===== config.mk =====
export PLATFORM = sky130hd
export DESIGN_NAME = packet_gen_top
export DESIGN_NICKNAME = d
export VERILOG_FILES = /design/src/logic/gen_regs_pkg.sv /design/src/logic/gen_stream_pkg.sv /design/src/logic/beat_if.sv /design/src/logic/gen_cfg_if.sv /design/src/logic/frame_sequencer.sv /design/src/logic/gen_csr.sv /design/src/logic/packet_gen_top.sv /design/src/logic/word_former.sv
export SDC_FILE = /design/constraint.sdc
export NUM_CORES = 1
export LEC_CHECK = 0
export ABC_AREA = 1
export BUFFER_PORTS_ARGS = -buffer_cell sky130_fd_sc_hd__buf_2
export CAP_MARGIN = 10
export CORE_MARGIN = 8
export CORE_UTILIZATION = 55
export CTS_BUF_LIST = sky130_fd_sc_hd__clkbuf_8
export CTS_CLUSTER_SIZE = 25
export DETAILED_ROUTE_END_ITERATION = 8
export HOLD_SLACK_MARGIN = 0.12
export PLACE_DENSITY = 0.81
export RECOVER_POWER = 100
export SYNTH_ARGS = -nofsm -noshare
export SYNTH_HDL_FRONTEND = slang
export SYNTH_SLANG_ARGS = --single-unit

===== constraint.sdc =====
create_clock -name clk -period 13.3 [get_ports clk]
set_clock_uncertainty 0.2 [all_clocks]
set_input_delay 3.99 -clock clk [delete_from_list [all_inputs] [get_ports clk]]
set_output_delay 3.99 -clock clk [all_outputs]
set_load 0.03 [all_outputs]

===== src/logic/gen_regs_pkg.sv =====
// -------------------------------------------------------------------------
// Register map of the packet generator
// -------------------------------------------------------------------------
package gen_regs_pkg;

   // Byte addresses on the register bus
   typedef enum logic [7:0] {
      num_packets  = 8'h00,     // Packets per run
      start        = 8'h03,     // Write 1 to launch a run
      stop         = 8'h04,     // Level, ends the run at a packet boundary
      mac_sa0      = 8'h05,     // Source MAC [31:0]
      mac_sa1      = 8'h06,     // Source MAC [47:32]
      mac_da0      = 8'h07,     // Destination MAC [31:0]
      mac_da1      = 8'h08,     // Destination MAC [47:32]
      tx_pkt_count = 8'h09,     // Packets sent in the current run, read only
      pkt_length   = 8'h0d      // Payload byte count
   } reg_addr_e;

   localparam int REG_WIDTH = 32;   // Bus data width
   localparam int MAC_WIDTH = 48;   // One MAC address

endpackage


===== src/logic/gen_stream_pkg.sv =====
// -------------------------------------------------------------------------
// Stream side definitions shared by the pipeline stages
// -------------------------------------------------------------------------
package gen_stream_pkg;

   localparam int BEAT_WIDTH     = 64;  // Stream data width
   localparam int EMPTY_WIDTH    = 3;   // Unused byte count on the eop beat
   localparam int BYTES_PER_BEAT = 8;
   localparam int SEQ_WIDTH      = 16;  // Per packet sequence number

   // What the word former puts on the data bus
   typedef enum logic [1:0] {
      hdr_addr,      // DA and upper SA
      hdr_len_seq,   // Lower SA, length, sequence number
      payload        // Incrementing byte pattern
   } beat_kind_e;

   // Frame sequencer states
   typedef enum logic [2:0] {
      idle,
      dest_src,
      src_len_seq,
      data,
      gap            // One idle beat between packets
   } seq_state_e;

   // First payload word, byte 00 sits in the most significant lane
   localparam logic [BEAT_WIDTH-1:0] PATTERN_FIRST = 64'h0001_0203_0405_0607;

   // Added lane by lane for each following word, each lane wraps on its own
   localparam logic [BEAT_WIDTH-1:0] PATTERN_STEP  = 64'h0808_0808_0808_0808;

endpackage


===== src/logic/beat_if.sv =====
// One beat descriptor, sequencer to word former
interface beat_if ();

   logic                                    valid;
   gen_stream_pkg::beat_kind_e              kind;
   logic                                    sop;
   logic                                    eop;
   logic [gen_stream_pkg::EMPTY_WIDTH-1:0]  empty;
   logic [gen_stream_pkg::SEQ_WIDTH-1:0]    seq;
   logic [15:0]                             length;     // Header length field
   logic                                    pat_reset;  // Restart payload pattern

   modport src (output valid, kind, sop, eop, empty, seq, length, pat_reset);
   modport dst (input  valid, kind, sop, eop, empty, seq, length, pat_reset);

endinterface


===== src/logic/gen_cfg_if.sv =====
// Configuration from the register block, status back from the sequencer
interface gen_cfg_if #(
   parameter int LEN_WIDTH = 14
) ();

   logic [gen_regs_pkg::MAC_WIDTH-1:0] mac_da;       // Destination MAC
   logic [gen_regs_pkg::MAC_WIDTH-1:0] mac_sa;       // Source MAC
   logic [gen_regs_pkg::REG_WIDTH-1:0] num_packets;  // Packets per run
   logic [LEN_WIDTH-1:0]               pkt_length;   // Payload bytes
   logic                               start;        // One cycle pulse
   logic                               stop;         // Level
   logic [gen_regs_pkg::REG_WIDTH-1:0] pkt_count;    // Finished packets

   // Register block side
   modport csr (output mac_da, mac_sa, num_packets, pkt_length, start, stop,
                input  pkt_count);

   // Frame sequencer side
   modport seq (input  num_packets, pkt_length, start, stop,
                output pkt_count);

   // Word former only needs the addresses
   modport frm (input mac_da, mac_sa);

endinterface


===== src/logic/frame_sequencer.sv =====
module frame_sequencer #(
   parameter int LEN_WIDTH = 14
) (
   input  logic      clk,
   input  logic      reset,
   input  logic      tx_ready,
   gen_cfg_if.seq    cfg,
   beat_if.src       beat
);

   localparam int EW = gen_stream_pkg::EMPTY_WIDTH;

   // Bytes consumed per payload beat, at counter width
   localparam logic [LEN_WIDTH-1:0] BEAT_BYTES = LEN_WIDTH'(gen_stream_pkg::BYTES_PER_BEAT);

   gen_stream_pkg::seq_state_e            state;
   logic [LEN_WIDTH-1:0]                  len_q;       // Length latched per packet
   logic [LEN_WIDTH-1:0]                  remaining;   // Payload bytes still to send
   logic [gen_stream_pkg::SEQ_WIDTH-1:0]  seq_num;
   logic [EW-1:0]                         last_empty;
   logic                                  last_beat;

   // (8 - len mod 8) mod 8 is just the negated low bits
   assign last_empty = ~len_q[EW-1:0] + 1'b1;

   // Zero payload ends on the second header beat
   assign last_beat = ((state == gen_stream_pkg::src_len_seq) && (len_q == '0)) ||
                      ((state == gen_stream_pkg::data) && (remaining <= BEAT_BYTES));

   // -------------------------------------------------------------------------
   // Frame FSM and registered beat descriptor
   // -------------------------------------------------------------------------
   always_ff @(posedge clk or posedge reset) begin
      if (reset) begin
         state          <= gen_stream_pkg::idle;
         len_q          <= '0;
         remaining      <= '0;
         seq_num        <= '0;
         cfg.pkt_count  <= '0;
         beat.valid     <= 1'b0;
         beat.kind      <= gen_stream_pkg::hdr_addr;
         beat.sop       <= 1'b0;
         beat.eop       <= 1'b0;
         beat.empty     <= '0;
         beat.seq       <= '0;
         beat.length    <= '0;
         beat.pat_reset <= 1'b0;
      end else if (state == gen_stream_pkg::idle) begin
         // Start is a single pulse, take it whatever tx_ready does
         if (cfg.start && (cfg.num_packets != '0)) begin
            state         <= gen_stream_pkg::dest_src;
            seq_num       <= '0;
            cfg.pkt_count <= '0;              // New run counts from zero
         end
      end else if (tx_ready) begin
         beat.valid     <= 1'b1;
         beat.sop       <= 1'b0;
         beat.eop       <= last_beat;
         beat.empty     <= last_beat ? last_empty : '0;
         beat.pat_reset <= 1'b0;
         case (state)
            gen_stream_pkg::dest_src: begin
               beat.kind      <= gen_stream_pkg::hdr_addr;
               beat.sop       <= 1'b1;
               beat.pat_reset <= 1'b1;         // Former rewinds before payload
               len_q          <= cfg.pkt_length;
               remaining      <= cfg.pkt_length;
               state          <= gen_stream_pkg::src_len_seq;
            end
            gen_stream_pkg::src_len_seq: begin
               beat.kind   <= gen_stream_pkg::hdr_len_seq;
               beat.length <= 16'(len_q);
               beat.seq    <= seq_num;
               state       <= (len_q == '0) ? gen_stream_pkg::gap : gen_stream_pkg::data;
            end
            gen_stream_pkg::data: begin
               beat.kind <= gen_stream_pkg::payload;
               remaining <= remaining - BEAT_BYTES;
               if (last_beat) begin
                  state <= gen_stream_pkg::gap;
               end
            end
            default: begin                    // Gap, one empty slot
               beat.valid <= 1'b0;
               if (cfg.stop || (cfg.pkt_count >= cfg.num_packets)) begin
                  state <= gen_stream_pkg::idle;
               end else begin
                  state <= gen_stream_pkg::dest_src;
               end
            end
         endcase
         // Packet done once its eop beat is issued
         if (last_beat) begin
            seq_num       <= seq_num + 1'b1;
            cfg.pkt_count <= cfg.pkt_count + 1'b1;
         end
      end
   end

endmodule


===== src/logic/gen_csr.sv =====
module gen_csr #(
   parameter int LEN_WIDTH = 14
) (
   input  logic                                 clk,
   input  logic                                 reset,
   input  logic [7:0]                           address,
   input  logic                                 write,
   input  logic                                 read,
   input  logic [gen_regs_pkg::REG_WIDTH-1:0]   writedata,
   output logic [gen_regs_pkg::REG_WIDTH-1:0]   readdata,
   gen_cfg_if.csr                               cfg
);

   localparam int RW = gen_regs_pkg::REG_WIDTH;
   localparam int MW = gen_regs_pkg::MAC_WIDTH;

   // -------------------------------------------------------------------------
   // Writable registers, a write lands on the next edge
   // -------------------------------------------------------------------------
   always_ff @(posedge clk or posedge reset) begin
      if (reset) begin
         cfg.num_packets <= '0;
         cfg.pkt_length  <= '0;
         cfg.stop        <= 1'b0;
         cfg.mac_sa      <= '0;
         cfg.mac_da      <= '0;
      end else if (write) begin
         case (address)
            gen_regs_pkg::num_packets: cfg.num_packets <= writedata;
            gen_regs_pkg::stop:        cfg.stop <= writedata[0];
            gen_regs_pkg::mac_sa0:     cfg.mac_sa[RW-1:0] <= writedata;
            gen_regs_pkg::mac_sa1:     cfg.mac_sa[MW-1:RW] <= writedata[MW-RW-1:0];
            gen_regs_pkg::mac_da0:     cfg.mac_da[RW-1:0] <= writedata;
            gen_regs_pkg::mac_da1:     cfg.mac_da[MW-1:RW] <= writedata[MW-RW-1:0];
            gen_regs_pkg::pkt_length:  cfg.pkt_length <= writedata[LEN_WIDTH-1:0];
            default: ;                 // Read only or unmapped
         endcase
      end
   end

   // Start is not stored, a write of 1 gives one pulse the cycle after
   always_ff @(posedge clk or posedge reset) begin
      if (reset) begin
         cfg.start <= 1'b0;
      end else begin
         cfg.start <= write && (address == gen_regs_pkg::start) && writedata[0];
      end
   end

   // -------------------------------------------------------------------------
   // Read mux, data valid one cycle after the read strobe
   // -------------------------------------------------------------------------
   always_ff @(posedge clk or posedge reset) begin
      if (reset) begin
         readdata <= '0;
      end else if (read) begin
         case (address)
            gen_regs_pkg::num_packets:  readdata <= cfg.num_packets;
            gen_regs_pkg::stop:         readdata <= RW'(cfg.stop);
            gen_regs_pkg::mac_sa0:      readdata <= cfg.mac_sa[RW-1:0];
            gen_regs_pkg::mac_sa1:      readdata <= RW'(cfg.mac_sa[MW-1:RW]);
            gen_regs_pkg::mac_da0:      readdata <= cfg.mac_da[RW-1:0];
            gen_regs_pkg::mac_da1:      readdata <= RW'(cfg.mac_da[MW-1:RW]);
            gen_regs_pkg::tx_pkt_count: readdata <= cfg.pkt_count;  // Live count
            gen_regs_pkg::pkt_length:   readdata <= RW'(cfg.pkt_length);
            default:                    readdata <= '0;  // Start reads as zero too
         endcase
      end
   end

endmodule


===== src/logic/packet_gen_top.sv =====
module packet_gen_top #(
   parameter int LEN_WIDTH = 14     // Payload byte count width
) (
   input  logic                                     clk,
   input  logic                                     reset,
   // Register bus
   input  logic [7:0]                               address,
   input  logic                                     write,
   input  logic                                     read,
   input  logic [gen_regs_pkg::REG_WIDTH-1:0]       writedata,
   output logic [gen_regs_pkg::REG_WIDTH-1:0]       readdata,
   // Transmit stream
   input  logic                                     tx_ready,
   output logic [gen_stream_pkg::BEAT_WIDTH-1:0]    tx_data,
   output logic                                     tx_valid,
   output logic                                     tx_sop,
   output logic                                     tx_eop,
   output logic [gen_stream_pkg::EMPTY_WIDTH-1:0]   tx_empty
);

   gen_cfg_if #(.LEN_WIDTH(LEN_WIDTH)) cfg_bus ();
   beat_if                             beat_bus ();

   gen_csr #(.LEN_WIDTH(LEN_WIDTH)) u_csr (
      .clk       (clk),
      .reset     (reset),
      .address   (address),
      .write     (write),
      .read      (read),
      .writedata (writedata),
      .readdata  (readdata),
      .cfg       (cfg_bus.csr)
   );

   // Stage 1, frame FSM
   frame_sequencer #(.LEN_WIDTH(LEN_WIDTH)) u_seq (
      .clk      (clk),
      .reset    (reset),
      .tx_ready (tx_ready),
      .cfg      (cfg_bus.seq),
      .beat     (beat_bus.src)
   );

   // Stage 2, data word and output registers
   word_former u_frm (
      .clk      (clk),
      .reset    (reset),
      .tx_ready (tx_ready),
      .beat     (beat_bus.dst),
      .cfg      (cfg_bus.frm),
      .tx_data  (tx_data),
      .tx_valid (tx_valid),
      .tx_sop   (tx_sop),
      .tx_eop   (tx_eop),
      .tx_empty (tx_empty)
   );

endmodule


===== src/logic/word_former.sv =====
module word_former (
   input  logic                                     clk,
   input  logic                                     reset,
   input  logic                                     tx_ready,
   beat_if.dst                                      beat,
   gen_cfg_if.frm                                   cfg,
   output logic [gen_stream_pkg::BEAT_WIDTH-1:0]    tx_data,
   output logic                                     tx_valid,
   output logic                                     tx_sop,
   output logic                                     tx_eop,
   output logic [gen_stream_pkg::EMPTY_WIDTH-1:0]   tx_empty
);

   localparam int BW = gen_stream_pkg::BEAT_WIDTH;

   logic [BW-1:0] pattern;    // Current payload word
   logic [BW-1:0] pat_next;
   logic [BW-1:0] word;

   // Per lane add, no carry between bytes so FF wraps to 00
   always_comb begin
      for (int i = 0; i < gen_stream_pkg::BYTES_PER_BEAT; i++) begin
         pat_next[8*i +: 8] = pattern[8*i +: 8] + gen_stream_pkg::PATTERN_STEP[8*i +: 8];
      end
   end

   always_ff @(posedge clk) begin
      if (tx_ready && beat.valid) begin
         if (beat.pat_reset) begin
            pattern <= gen_stream_pkg::PATTERN_FIRST;
         end else if (beat.kind == gen_stream_pkg::payload) begin
            pattern <= pat_next;             // Step once per payload beat
         end
      end
   end

   // -------------------------------------------------------------------------
   // Data word by beat kind
   // -------------------------------------------------------------------------
   always_comb begin
      case (beat.kind)
         gen_stream_pkg::hdr_addr:    word = {cfg.mac_da, cfg.mac_sa[47:32]};
         gen_stream_pkg::hdr_len_seq: word = {cfg.mac_sa[31:0], beat.length, beat.seq};
         default:                     word = pattern;
      endcase
   end

   always_ff @(posedge clk) begin
      if (tx_ready) begin
         tx_data <= word;
      end
   end

   // Framing copied straight from the descriptor, held while not ready
   always_ff @(posedge clk or posedge reset) begin
      if (reset) begin
         tx_valid <= 1'b0;
         tx_sop   <= 1'b0;
         tx_eop   <= 1'b0;
         tx_empty <= '0;
      end else if (tx_ready) begin
         tx_valid <= beat.valid;
         tx_sop   <= beat.valid & beat.sop;
         tx_eop   <= beat.valid & beat.eop;
         tx_empty <= beat.empty;
      end
   end

endmodule


==> results of run 1 <==
[how the worst min path moves through the flow]
stage                                                start                                to
after floorplan            u_csr.cfg.mac_da[0]$_DFFE_PP0P_   u_csr.cfg.mac_da[0]$_DFFE_PP0P_
after global placement      u_csr.readdata[19]$_DFFE_PP0P_    u_csr.readdata[19]$_DFFE_PP0P_
after detailed placement     u_csr.readdata[7]$_DFFE_PP0P_     u_csr.readdata[7]$_DFFE_PP0P_
after CTS                   u_csr.readdata[27]$_DFFE_PP0P_    u_csr.readdata[27]$_DFFE_PP0P_
after global routing      u_csr.cfg.mac_sa[36]$_DFFE_PP0P_  u_csr.cfg.mac_sa[36]$_DFFE_PP0P_
final                       u_csr.readdata[27]$_DFFE_PP0P_    u_csr.readdata[27]$_DFFE_PP0P_
[worst register-to-register path, stage by stage (launching register included)]
cell	delay [ps]
sky130_fd_sc_hd__dfrtp_1	510
sky130_fd_sc_hd__inv_1	150
sky130_fd_sc_hd__nand2_2	250
sky130_fd_sc_hd__inv_2	710
sky130_fd_sc_hd__nor2_1	360
sky130_fd_sc_hd__nand2_1	940
sky130_fd_sc_hd__nand2_1	1780
sky130_fd_sc_hd__o21ai_0	810
[power groups by stage]
stage	clock network, mW	registers (mW)	logic [mW]
final	1.02	1.60	0.873
after global routing	1.08	1.62	0.943
after CTS	1.02	1.60	0.877
after detailed placement	0	1.62	0.874
after global placement	0	1.61	0.851
after floorplan	0	1.68	0.507
[layout by cell type (no fill, tap or decap), types with 4 or more instances in the layout]
cell,n
sky130_fd_sc_hd__clkinv_2,5
sky130_fd_sc_hd__inv_1,290
sky130_fd_sc_hd__or2_2,4
sky130_fd_sc_hd__buf_4,7
sky130_fd_sc_hd__nor3_1,51
sky130_fd_sc_hd__clkbuf_1,113
sky130_fd_sc_hd__mux2_2,4
sky130_fd_sc_hd__buf_2,42
sky130_fd_sc_hd__nor2_4,4
sky130_fd_sc_hd__xor2_1,37
sky130_fd_sc_hd__a22oi_1,23
sky130_fd_sc_hd__nor4_1,4
sky130_fd_sc_hd__a21oi_1,54
sky130_fd_sc_hd__clkbuf_8,75
sky130_fd_sc_hd__o211ai_1,9
sky130_fd_sc_hd__nand2_1,547
sky130_fd_sc_hd__nor2_1,156
sky130_fd_sc_hd__dfrtp_1,299
sky130_fd_sc_hd__o2111ai_1,4
sky130_fd_sc_hd__ha_1,44
sky130_fd_sc_hd__a31oi_1,7
sky130_fd_sc_hd__nand3_1,87
sky130_fd_sc_hd__o221ai_1,18
sky130_fd_sc_hd__nand4_1,28
sky130_fd_sc_hd__edfxtp_1,104
sky130_fd_sc_hd__o21ai_0,317
sky130_fd_sc_hd__o22ai_1,46
[layer usage]
metal / share of wire / vias up
met3: 0.12 / 198
met5: 0 / -
met2: 0.44 / 1128
met4: 0.050 / 0
li1: - / 7716
met1: 0.39 / 8164
[state kept, by name, indices dropped and copies added, names as in the netlist, 14 cells and up]
name                   cells
u_seq.cfg.pkt_count       32
u_seq.beat.seq            16
u_csr.cfg.num_packets     32
u_seq.seq_num             16
u_seq.len_q               14
u_frm.tx_data             64
u_csr.readdata            32
u_csr.cfg.mac_da          48
u_seq.beat.length         14
u_seq.remaining           14
u_frm.pattern             40
u_csr.cfg.pkt_length      14
u_csr.cfg.mac_sa          48
[cells by family (layout without fill, tap and decap cells)]
logic type	count (synthesis)	in the layout	synth area share
multiplexers	4	4	0.00231
adder cells (fa/ha/maj)	44	44	0.0282
buffers and inverters	365	547	0.0750
AND/OR/NAND/NOR	897	897	0.194
XOR/XNOR	40	40	0.0179
flip-flops	403	403	0.543
AO/OA/AOI/OAI	488	488	0.139
[final cells by class]
class / instances / area [um2] / area share
multi-input combinational: 1473 / 7390 / 0.344
clock inverter: 44 / 203 / 0.00942
inverter: 265 / 996 / 0.0463
tap: 461 / 577 / 0.0268
sequential: 403 / 10600 / 0.493
clock buffer: 75 / 1030 / 0.0480
timing repair buffer: 163 / 707 / 0.0329
==> metrics.md, run 1 <==
| Metric | Value |
|---|---|
| Cells after DPL | `roughly 2800` |
| Sum Neg Setup Slack | `0 ps` |
| Library cells used by synthesis | `50` |
| CTS H-Tree Depth | `3` |
| Clock Latency Late Sink | `~600 ps` |
| Required time worst endpoint | `13440 ps` |
| Quantity of I/O buffers inserted on ports | `~150` |
| Wire length of the first global-routing pass | `approximately 94000 um` |
| Clock network power share | `0.291` |
| Final core utilization | `0.611` |
| Max Buffers Root-to-Sink | `3` |
| Crit path launch type | `primary input` |
| Pwr per Cell Area | `~160 nW/um2` |
| Starting utilization of the core area | `0.554` |
| GR met1 Demand/Resource | `0.394` |
| Fmax | `0.112 GHz` |
| CTS tree | `yes` |
| Category of the critical setup timing path | `primary input to flop` |
| Most common cell in the netlist | `sky130_fd_sc_hd__nand2_1` |
| Global-route met2 utilization | `0.439` |
| Post-cts resize count | `0` |
| Status | `complete, but fails checks` |
| Overall die height | `~200 um` |
| Largest incremental delay on the critical path | `approximately 2100 ps` |
| Number of routed nets with antenna violations | `0` |
| Average detailed-routed wire length per instance | `approximately 22 um` |
| Vias in the first global route | `approximately 16000` |
| Final worst slack | `4390 ps` |
| Placed wire-length estimate | `between 40000 and 50000 um` |
| Final non-filler cell area | `21500 um2` |
| Top FF cell, synth | `sky130_fd_sc_hd__dfrtp_1` |
| Final Wtd Congestion | `around 0.97` |
| Hold_ws | `about 280 ps` |
| Kind of end point of the critical path | `flop` |
| Detailed router's first-iteration violation count | `2343` |
| Post-synthesis async set-or-reset flop share | `0.742` |
| Reg2Reg Capture Point | `u_seq.cfg.pkt_count[6]$_DFFE_PP0P_` |
| Fraction of final layout cells with drive strength greater than 1 | `0.0689` |
| WHS Path Cells | `2` |
| Setup repair after global routing missed its margin | `false` |
| Cell depth of the worst flop-to-flop path | `7` |
| Gate Count Post-Synth | `approximately 2200` |
| Maximum ir drop on the vdd rail | `99.8 uV` |
| RR Startpoint | `u_seq.state[1]$_DFFE_PP0P_` |
| Total I/O pin count | `~150` |
| Yosys top cell by area | `sky130_fd_sc_hd__dfrtp_1` |
| Pin count of the biggest net entering global routing | `roughly 170` |
| Worst setup startpoint | `tx_ready` |
| Synth Area per Inst | `8.71 um2` |
| Switching share of power | `0.366` |
| Sum of buffers and inverters on the critical path | `3` |
| First-pass DRT Iterations | `7` |
| Dpl ws | `5730 ps` |
| Area of the mapped netlist | `a little under 20000 um2` |
| Number of buffers created by CTS | `66` |
| Aggregate global routing overflow | `0` |
| Num rows | `69` |
| Stages on the worst setup path | `7` |
| Count of endpoints failing hold in the final timing report | `0` |
| Number of storage elements in the synthesis netlist | `approximately 400` |
| Combinational cell fraction of total power | `0.250` |
| Reported net switching power | `1.28 mW` |
| All-layer global routing usage | `0.292` |
| ANT cells | `0` |
| Cell family with the largest share of critical-path delay | `simple AND/OR/NAND/NOR gates` |
| Type of the most critical hold path | `flop to flop` |
| Layout Nets | `~2500` |
| Violations in the final reports | `capacitance limit, slew limit` |
| Critical Path End | `u_seq.cfg.pkt_count[6]$_DFFE_PP0P_` |
| Peak fanout along the critical path | `between 70 and 80` |
| Net count after synthesis | `~2300` |
| CP arrival | `9050 ps` |
| Area post-placement | `roughly 21000 um2` |
| Filler Cell Count | `between 3000 and 4000` |
| Hold Buf Count CTS | `0` |
| Part of the cycle the worst path needs | `0.670` |
| Fraction of post-synthesis cell area in the top cell type by area | `0.383` |
| Vias per cell | `a little under 6` |
| Antenna violations before repair | `0` |
| Met3 Usage GRT | `0.0680` |
| Count of maximum capacitance violations | `12` |
| Cell type of the slowest stage on the worst timing path | `sky130_fd_sc_hd__nand2_1` |
| Layout overhead on the synthesized area | `10.2%` |
| Most repeated library cell on the critical path | `sky130_fd_sc_hd__nand2_1` |
| Worst slew slack as a fraction of its limit | `-2.82` |
| Final routed wirelength across all metal layers | `62000 um` |
| Total setup violations reported at the end of the flow | `0` |
| Gr busiest metal | `met2` |
| Sequential cell area fraction in the yosys report | `0.543` |
| Worst slew pin tran | `5690 ps` |
| Die boundary width | `about 200 um` |
| Final Total Pwr | `approximately 3.5 mW` |
| Post-route DRC violation count | `0` |
| Count of pins over their slew limit | `around 600` |
| Most frequent cells after synthesis | `sky130_fd_sc_hd__nand2_1 (543), sky130_fd_sc_hd__o21ai_0 (300), sky130_fd_sc_hd__dfrtp_1 (299)` |
| Worst-path clk slew | `about 60 ps` |
| Count of buffers added by post-CTS timing repair for setup | `0` |
| Syn. warnings | `0` |
| Standby leakage power | `9.59 nW` |
| Minimum period implied by the final worst setup slack | `8910 ps` |
| Core ar. | `35200 um2` |
| Cells along the critical path | `buf_2 -> buf_4 -> inv_1 -> nor2_1 -> nand2_1 -> nand2_1 -> o21ai_0` |
| Die area | `~42000 um2` |
| Area contributors post-synth | `sky130_fd_sc_hd__dfrtp_1 (38%), sky130_fd_sc_hd__edfxtp_1 (16%), sky130_fd_sc_hd__nand2_1 (10%)` |
| Internal power | `roughly 2.2 mW` |
| Number of cells in the finished layout apart from fillers | `between 2000 and 3000` |
| CTS sink count | `slightly above 400` |
| Number of synthesized flops with an enable pin | `104` |
| Overall via count from detail_route | `17200` |
| Power share of the sequential group | `0.459` |
| Reg2Reg Setup Slack | `about 7400 ps` |
| Clock tree root driver cell | `sky130_fd_sc_hd__clkbuf_8` |
No activity file was read; power rests on OpenSTA's default activity.
==> inputs of run 2 (changes only) <==
Settings changed: ABC_AREA 1 to 0.
Clock period 13.3 ns to 8.3 ns, I/O delays scaled along.
==> run 2 against run 1 <==
Effect of this change: the run still ends with capacitance limit, slew limit left; sequential cell count unchanged; via count down 17%; first-iteration DRC count down 44%; worst hold slack worse by 6.9 ps; count of clock-buffer cells in the layout up 3; clock power up 74%; power up 65%; largest power group unchanged.
==> metrics.md, run 2 <==
| Metric | Value |
|---|---|
| Status | `complete, but fails checks` |
| Violations in the final reports | `capacitance limit, slew limit` |
| Area contributors post-synth | `sky130_fd_sc_hd__dfrtp_1 (39%), sky130_fd_sc_hd__edfxtp_1 (16%), sky130_fd_sc_hd__mux2_2 (9.2%)` |
| Total setup violations reported at the end of the flow | `0` |
| Clock Latency Late Sink | `a little over 600 ps` |
| Global-route met2 utilization | `0.382` |
| Num rows | `~70` |
| Crit path launch type | `primary input` |
| Synth Area per Inst | `between 10 and 15 um2` |
| Count of endpoints failing hold in the final timing report | `0` |
| Die boundary width | `a little over 200 um` |
| Fmax | `between 0.15 and 0.2 GHz` |
| Synthesized-area fraction occupied by ao, oa, aoi and oai cells | `0.120` |
| Total I/O pin count | `between 100 and 150` |
| Required time worst endpoint | `~8600 ps` |
| Final Total Pwr | `5.75 mW` |
| Aggregate global routing overflow | `0` |
| Minimum period implied by the final worst setup slack | `between 6000 and 7000 ps` |
| Category of the critical setup timing path | `primary input to flop` |
| Fraction of post-synthesis cell area in the top cell type by area | `0.391` |
| Share of cell area taken by muxes after synthesis | `0.129` |
| Starting utilization of the core area | `0.556` |
| Gr busiest metal | `met2` |
| CTS H-Tree Depth | `3` |
| Worst slew pin tran | `around 4200 ps` |
| Power share of the sequential group | `0.461` |
| Library cells used by synthesis | `69` |
| Count of buffers added by post-CTS timing repair for setup | `0` |
| CTS tree | `yes` |
| Cell type of the slowest stage on the worst timing path | `sky130_fd_sc_hd__nor2_1` |
| Largest registers | `u_frm.tx_data (64), u_csr.cfg.mac_da (48), u_csr.cfg.mac_sa (48)` |
| Sum of buffers and inverters on the critical path | `2` |
| Share of the synthesized netlist area taken by xor and xnor gates | `0.0197` |
| Type of the most critical hold path | `flop to flop` |
| Clock tree root driver cell | `sky130_fd_sc_hd__clkbuf_8` |
| Number of buffers created by CTS | `66` |
| Quantity of I/O buffers inserted on ports | `about 150` |
| Count of maximum capacitance violations | `9` |
| Clock network power share | `0.308` |
| GR met1 Demand/Resource | `0.344` |
| Layout overhead on the synthesized area | `11.5%` |
| Reported net switching power | `between 1.5 and 2 mW` |
| Fraction of final layout cells with drive strength greater than 1 | `0.168` |
| First-pass DRT Iterations | `6` |
| Most frequent cells after synthesis | `sky130_fd_sc_hd__dfrtp_1 (299), sky130_fd_sc_hd__nand2_1 (183), sky130_fd_sc_hd__mux2_2 (156)` |
| Yosys top cell by area | `sky130_fd_sc_hd__dfrtp_1` |
| Die area | `just over 40000 um2` |
| Pwr per Cell Area | `roughly 270 nW/um2` |
| Top FF cell, synth | `sky130_fd_sc_hd__dfrtp_1` |
| Max Buffers Root-to-Sink | `3` |
| Internal power | `3.82 mW` |
| Layout Nets | `1926` |
| Syn. warnings | `0` |
| Pin count of the biggest net entering global routing | `180` |
| CP arrival | `~6900 ps` |
| Area of the mapped netlist | `roughly 19000 um2` |
| Kind of end point of the critical path | `flop` |
| Dominant combinational cell family by area after synthesis | `multiplexers` |
| Most used cells in the layout excluding fill and tap cells | `sky130_fd_sc_hd__dfrtp_1 (297), sky130_fd_sc_hd__nand2_1 (183), sky130_fd_sc_hd__mux2_2 (156), sky130_fd_sc_hd__o21ai_0 (146), sky130_fd_sc_hd__clkbuf_1 (117)` |
| Met3 Usage GRT | `0.0779` |
| Standby leakage power | `~9.4 nW` |
| Filler Cell Count | `between 2000 and 3000` |
| Simple-Gate Fraction of Synth Area | `0.111` |
| Sum Neg Setup Slack | `0 ps` |
| Switching share of power | `0.337` |
| Final routed wirelength across all metal layers | `about 54000 um` |
| Most repeated library cell on the critical path | `sky130_fd_sc_hd__clkbuf_1` |
| Net count after synthesis | `between 1500 and 2000` |
| Antenna violations before repair | `8` |
| Number of routed nets with antenna violations | `0` |
| Vias in the first global route | `between 10000 and 15000` |
| Number of synthesized flops with an enable pin | `around 100` |
| Average detailed-routed wire length per instance | `around 23 um` |
| CTS sink count | `just over 400` |
| Flip-flop count of the largest register, all copies and words added | `64` |
| Number of storage elements in the synthesis netlist | `~400` |
| Post-route DRC violation count | `0` |
| Arithmetic-cell share of the synthesized area counting full adders, half adders and majority gates | `0.0287` |
| Count of pins over their slew limit | `approximately 420` |
| Final Wtd Congestion | `0.975` |
| Worst-path clk slew | `60 ps` |
| Maximum ir drop on the vdd rail | `between 150 and 200 uV` |
| Largest incremental delay on the critical path | `approximately 1300 ps` |
| Post-cts resize count | `0` |
| Cell family with the largest share of critical-path delay | `simple AND/OR/NAND/NOR gates` |
| All-layer global routing usage | `0.256` |
| Reg with most FFs | `u_frm.tx_data` |
| Overall die height | `about 200 um` |
| Detailed router's first-iteration violation count | `approximately 1300` |
| Gate Count Post-Synth | `1698` |
| Most common library cell in the layout ignoring fill and taps | `sky130_fd_sc_hd__dfrtp_1` |
| Setup repair after global routing missed its margin | `false` |
| Placed wire-length estimate | `between 30000 and 40000 um` |
| Part of the cycle the worst path needs | `0.791` |
| Vias per cell | `between 6 and 7` |
| Most common cell in the netlist | `sky130_fd_sc_hd__dfrtp_1` |
| Core ar. | `approximately 34000 um2` |
| Cells along the critical path | `clkbuf_1 -> nor4_1 -> nand3b_1 -> nor2_1 -> nand2_1 -> clkbuf_1 -> mux2_2` |
| Wire length of the first global-routing pass | `a little over 80000 um` |
| Post-synthesis async set-or-reset flop share | `0.742` |
| Hold Buf Count CTS | `0` |
| Overall via count from detail_route | `between 10000 and 15000` |
| Peak fanout along the critical path | `29` |
| Combinational cell fraction of total power | `0.231` |
| Worst slew slack as a fraction of its limit | `-1.77` |
| Sequential cell area fraction in the yosys report | `0.554` |
[run 2: layout make-up]
class / instances / area (um2) / area share
Clock buffer: 78 / 1070 / 0.0503
Antenna cell: 7 / 17.5 / 0.000820
Sequential cell: 403 / 10600 / 0.497
Timing Repair Buffer: 164 / 702 / 0.0329
Multi-Input combinational cell: 1121 / 7800 / 0.365
Clock inverter: 43 / 274 / 0.0128
Tap cell: 455 / 569 / 0.0267
Inverter: 81 / 305 / 0.0143
[run 2: per-stage QoR]
step / cells / hold slack, ps / setup WS [ps] / area (um2) / utilization
6_report: 2352 / 271 / 1730 / 21400 / 0.620
4_1_cts: 2345 / 274 / 3140 / 21600 / 0.626
3_3_place_gp: 2224 / 258 / 2540 / 20200 / 0.587
3_5_place_dp: 2224 / 260 / 2500 / 20200 / 0.587
5_1_grt: 2352 / 294 / 1500 / 21400 / 0.620
2_1_floorplan: 1698 / 233 / 1640 / 19200 / -
[run 2: worst reg2reg max path: cells and delay by family, from the launching register on]
family | cells | cell delay [ps]
buffers and inverters | 1 | 2860
DFF | 1 | 360
AOI/OAI and AO/OA | 1 | 790
[run 2: cells by family after synthesis]
| group | Yosys count |
|---|---|
| AND/OR/NAND/NOR | 444 |
| flip-flops | 403 |
| buffers and inverters | 174 |
| AO/OA/AOI/OAI | 364 |
| multiplexers | 226 |
| XOR/XNOR | 43 |
| adder cells (fa/ha/maj) | 44 |
[run 2: final timing paths]
| kind | from | cells after the start | endpoint | slack (ps) |
|---|---|---|---|---|
| max in group asynchronous | reset | 3 | u_seq.beat.seq[13]$_DFFE_PP0P_ | 2680 |
| setup / recovery | address[5] | 7 | u_csr.cfg.mac_da[3]$_DFFE_PP0P_ | 1730 |
| hold / removal | u_seq.beat.empty[1]$_DFFE_PP0P_ | 2 | u_seq.beat.empty[1]$_DFFE_PP0P_ | 270 |
| min in group asynchronous | reset | 2 | u_seq.remaining[11]$_DFFE_PP0P_ | 2070 |
| setup reg to reg | u_seq.beat.kind[1]$_DFFE_PP0P_ | 2 | u_frm.tx_data[19]$_DFFE_PP_ | 3630 |
| hold reg to reg | u_seq.beat.empty[1]$_DFFE_PP0P_ | 2 | u_seq.beat.empty[1]$_DFFE_PP0P_ | 270 |
[run 2: layer usage]
layer  wire [um]  share of wire
met1       22100           0.41
met2       24100           0.45
met3        5450           0.10
met4        1910          0.036
met5           9        0.00017
[run 2: power groups by stage]
stage	sequential, mW	combinational (mW)	clock (mW)
after floorplan	2.72	0.877	0
after global placement	2.66	1.28	0
after detailed placement	2.68	1.32	0
after CTS	2.64	1.33	1.79
after global routing	2.69	1.45	1.87
final	2.65	1.33	1.77
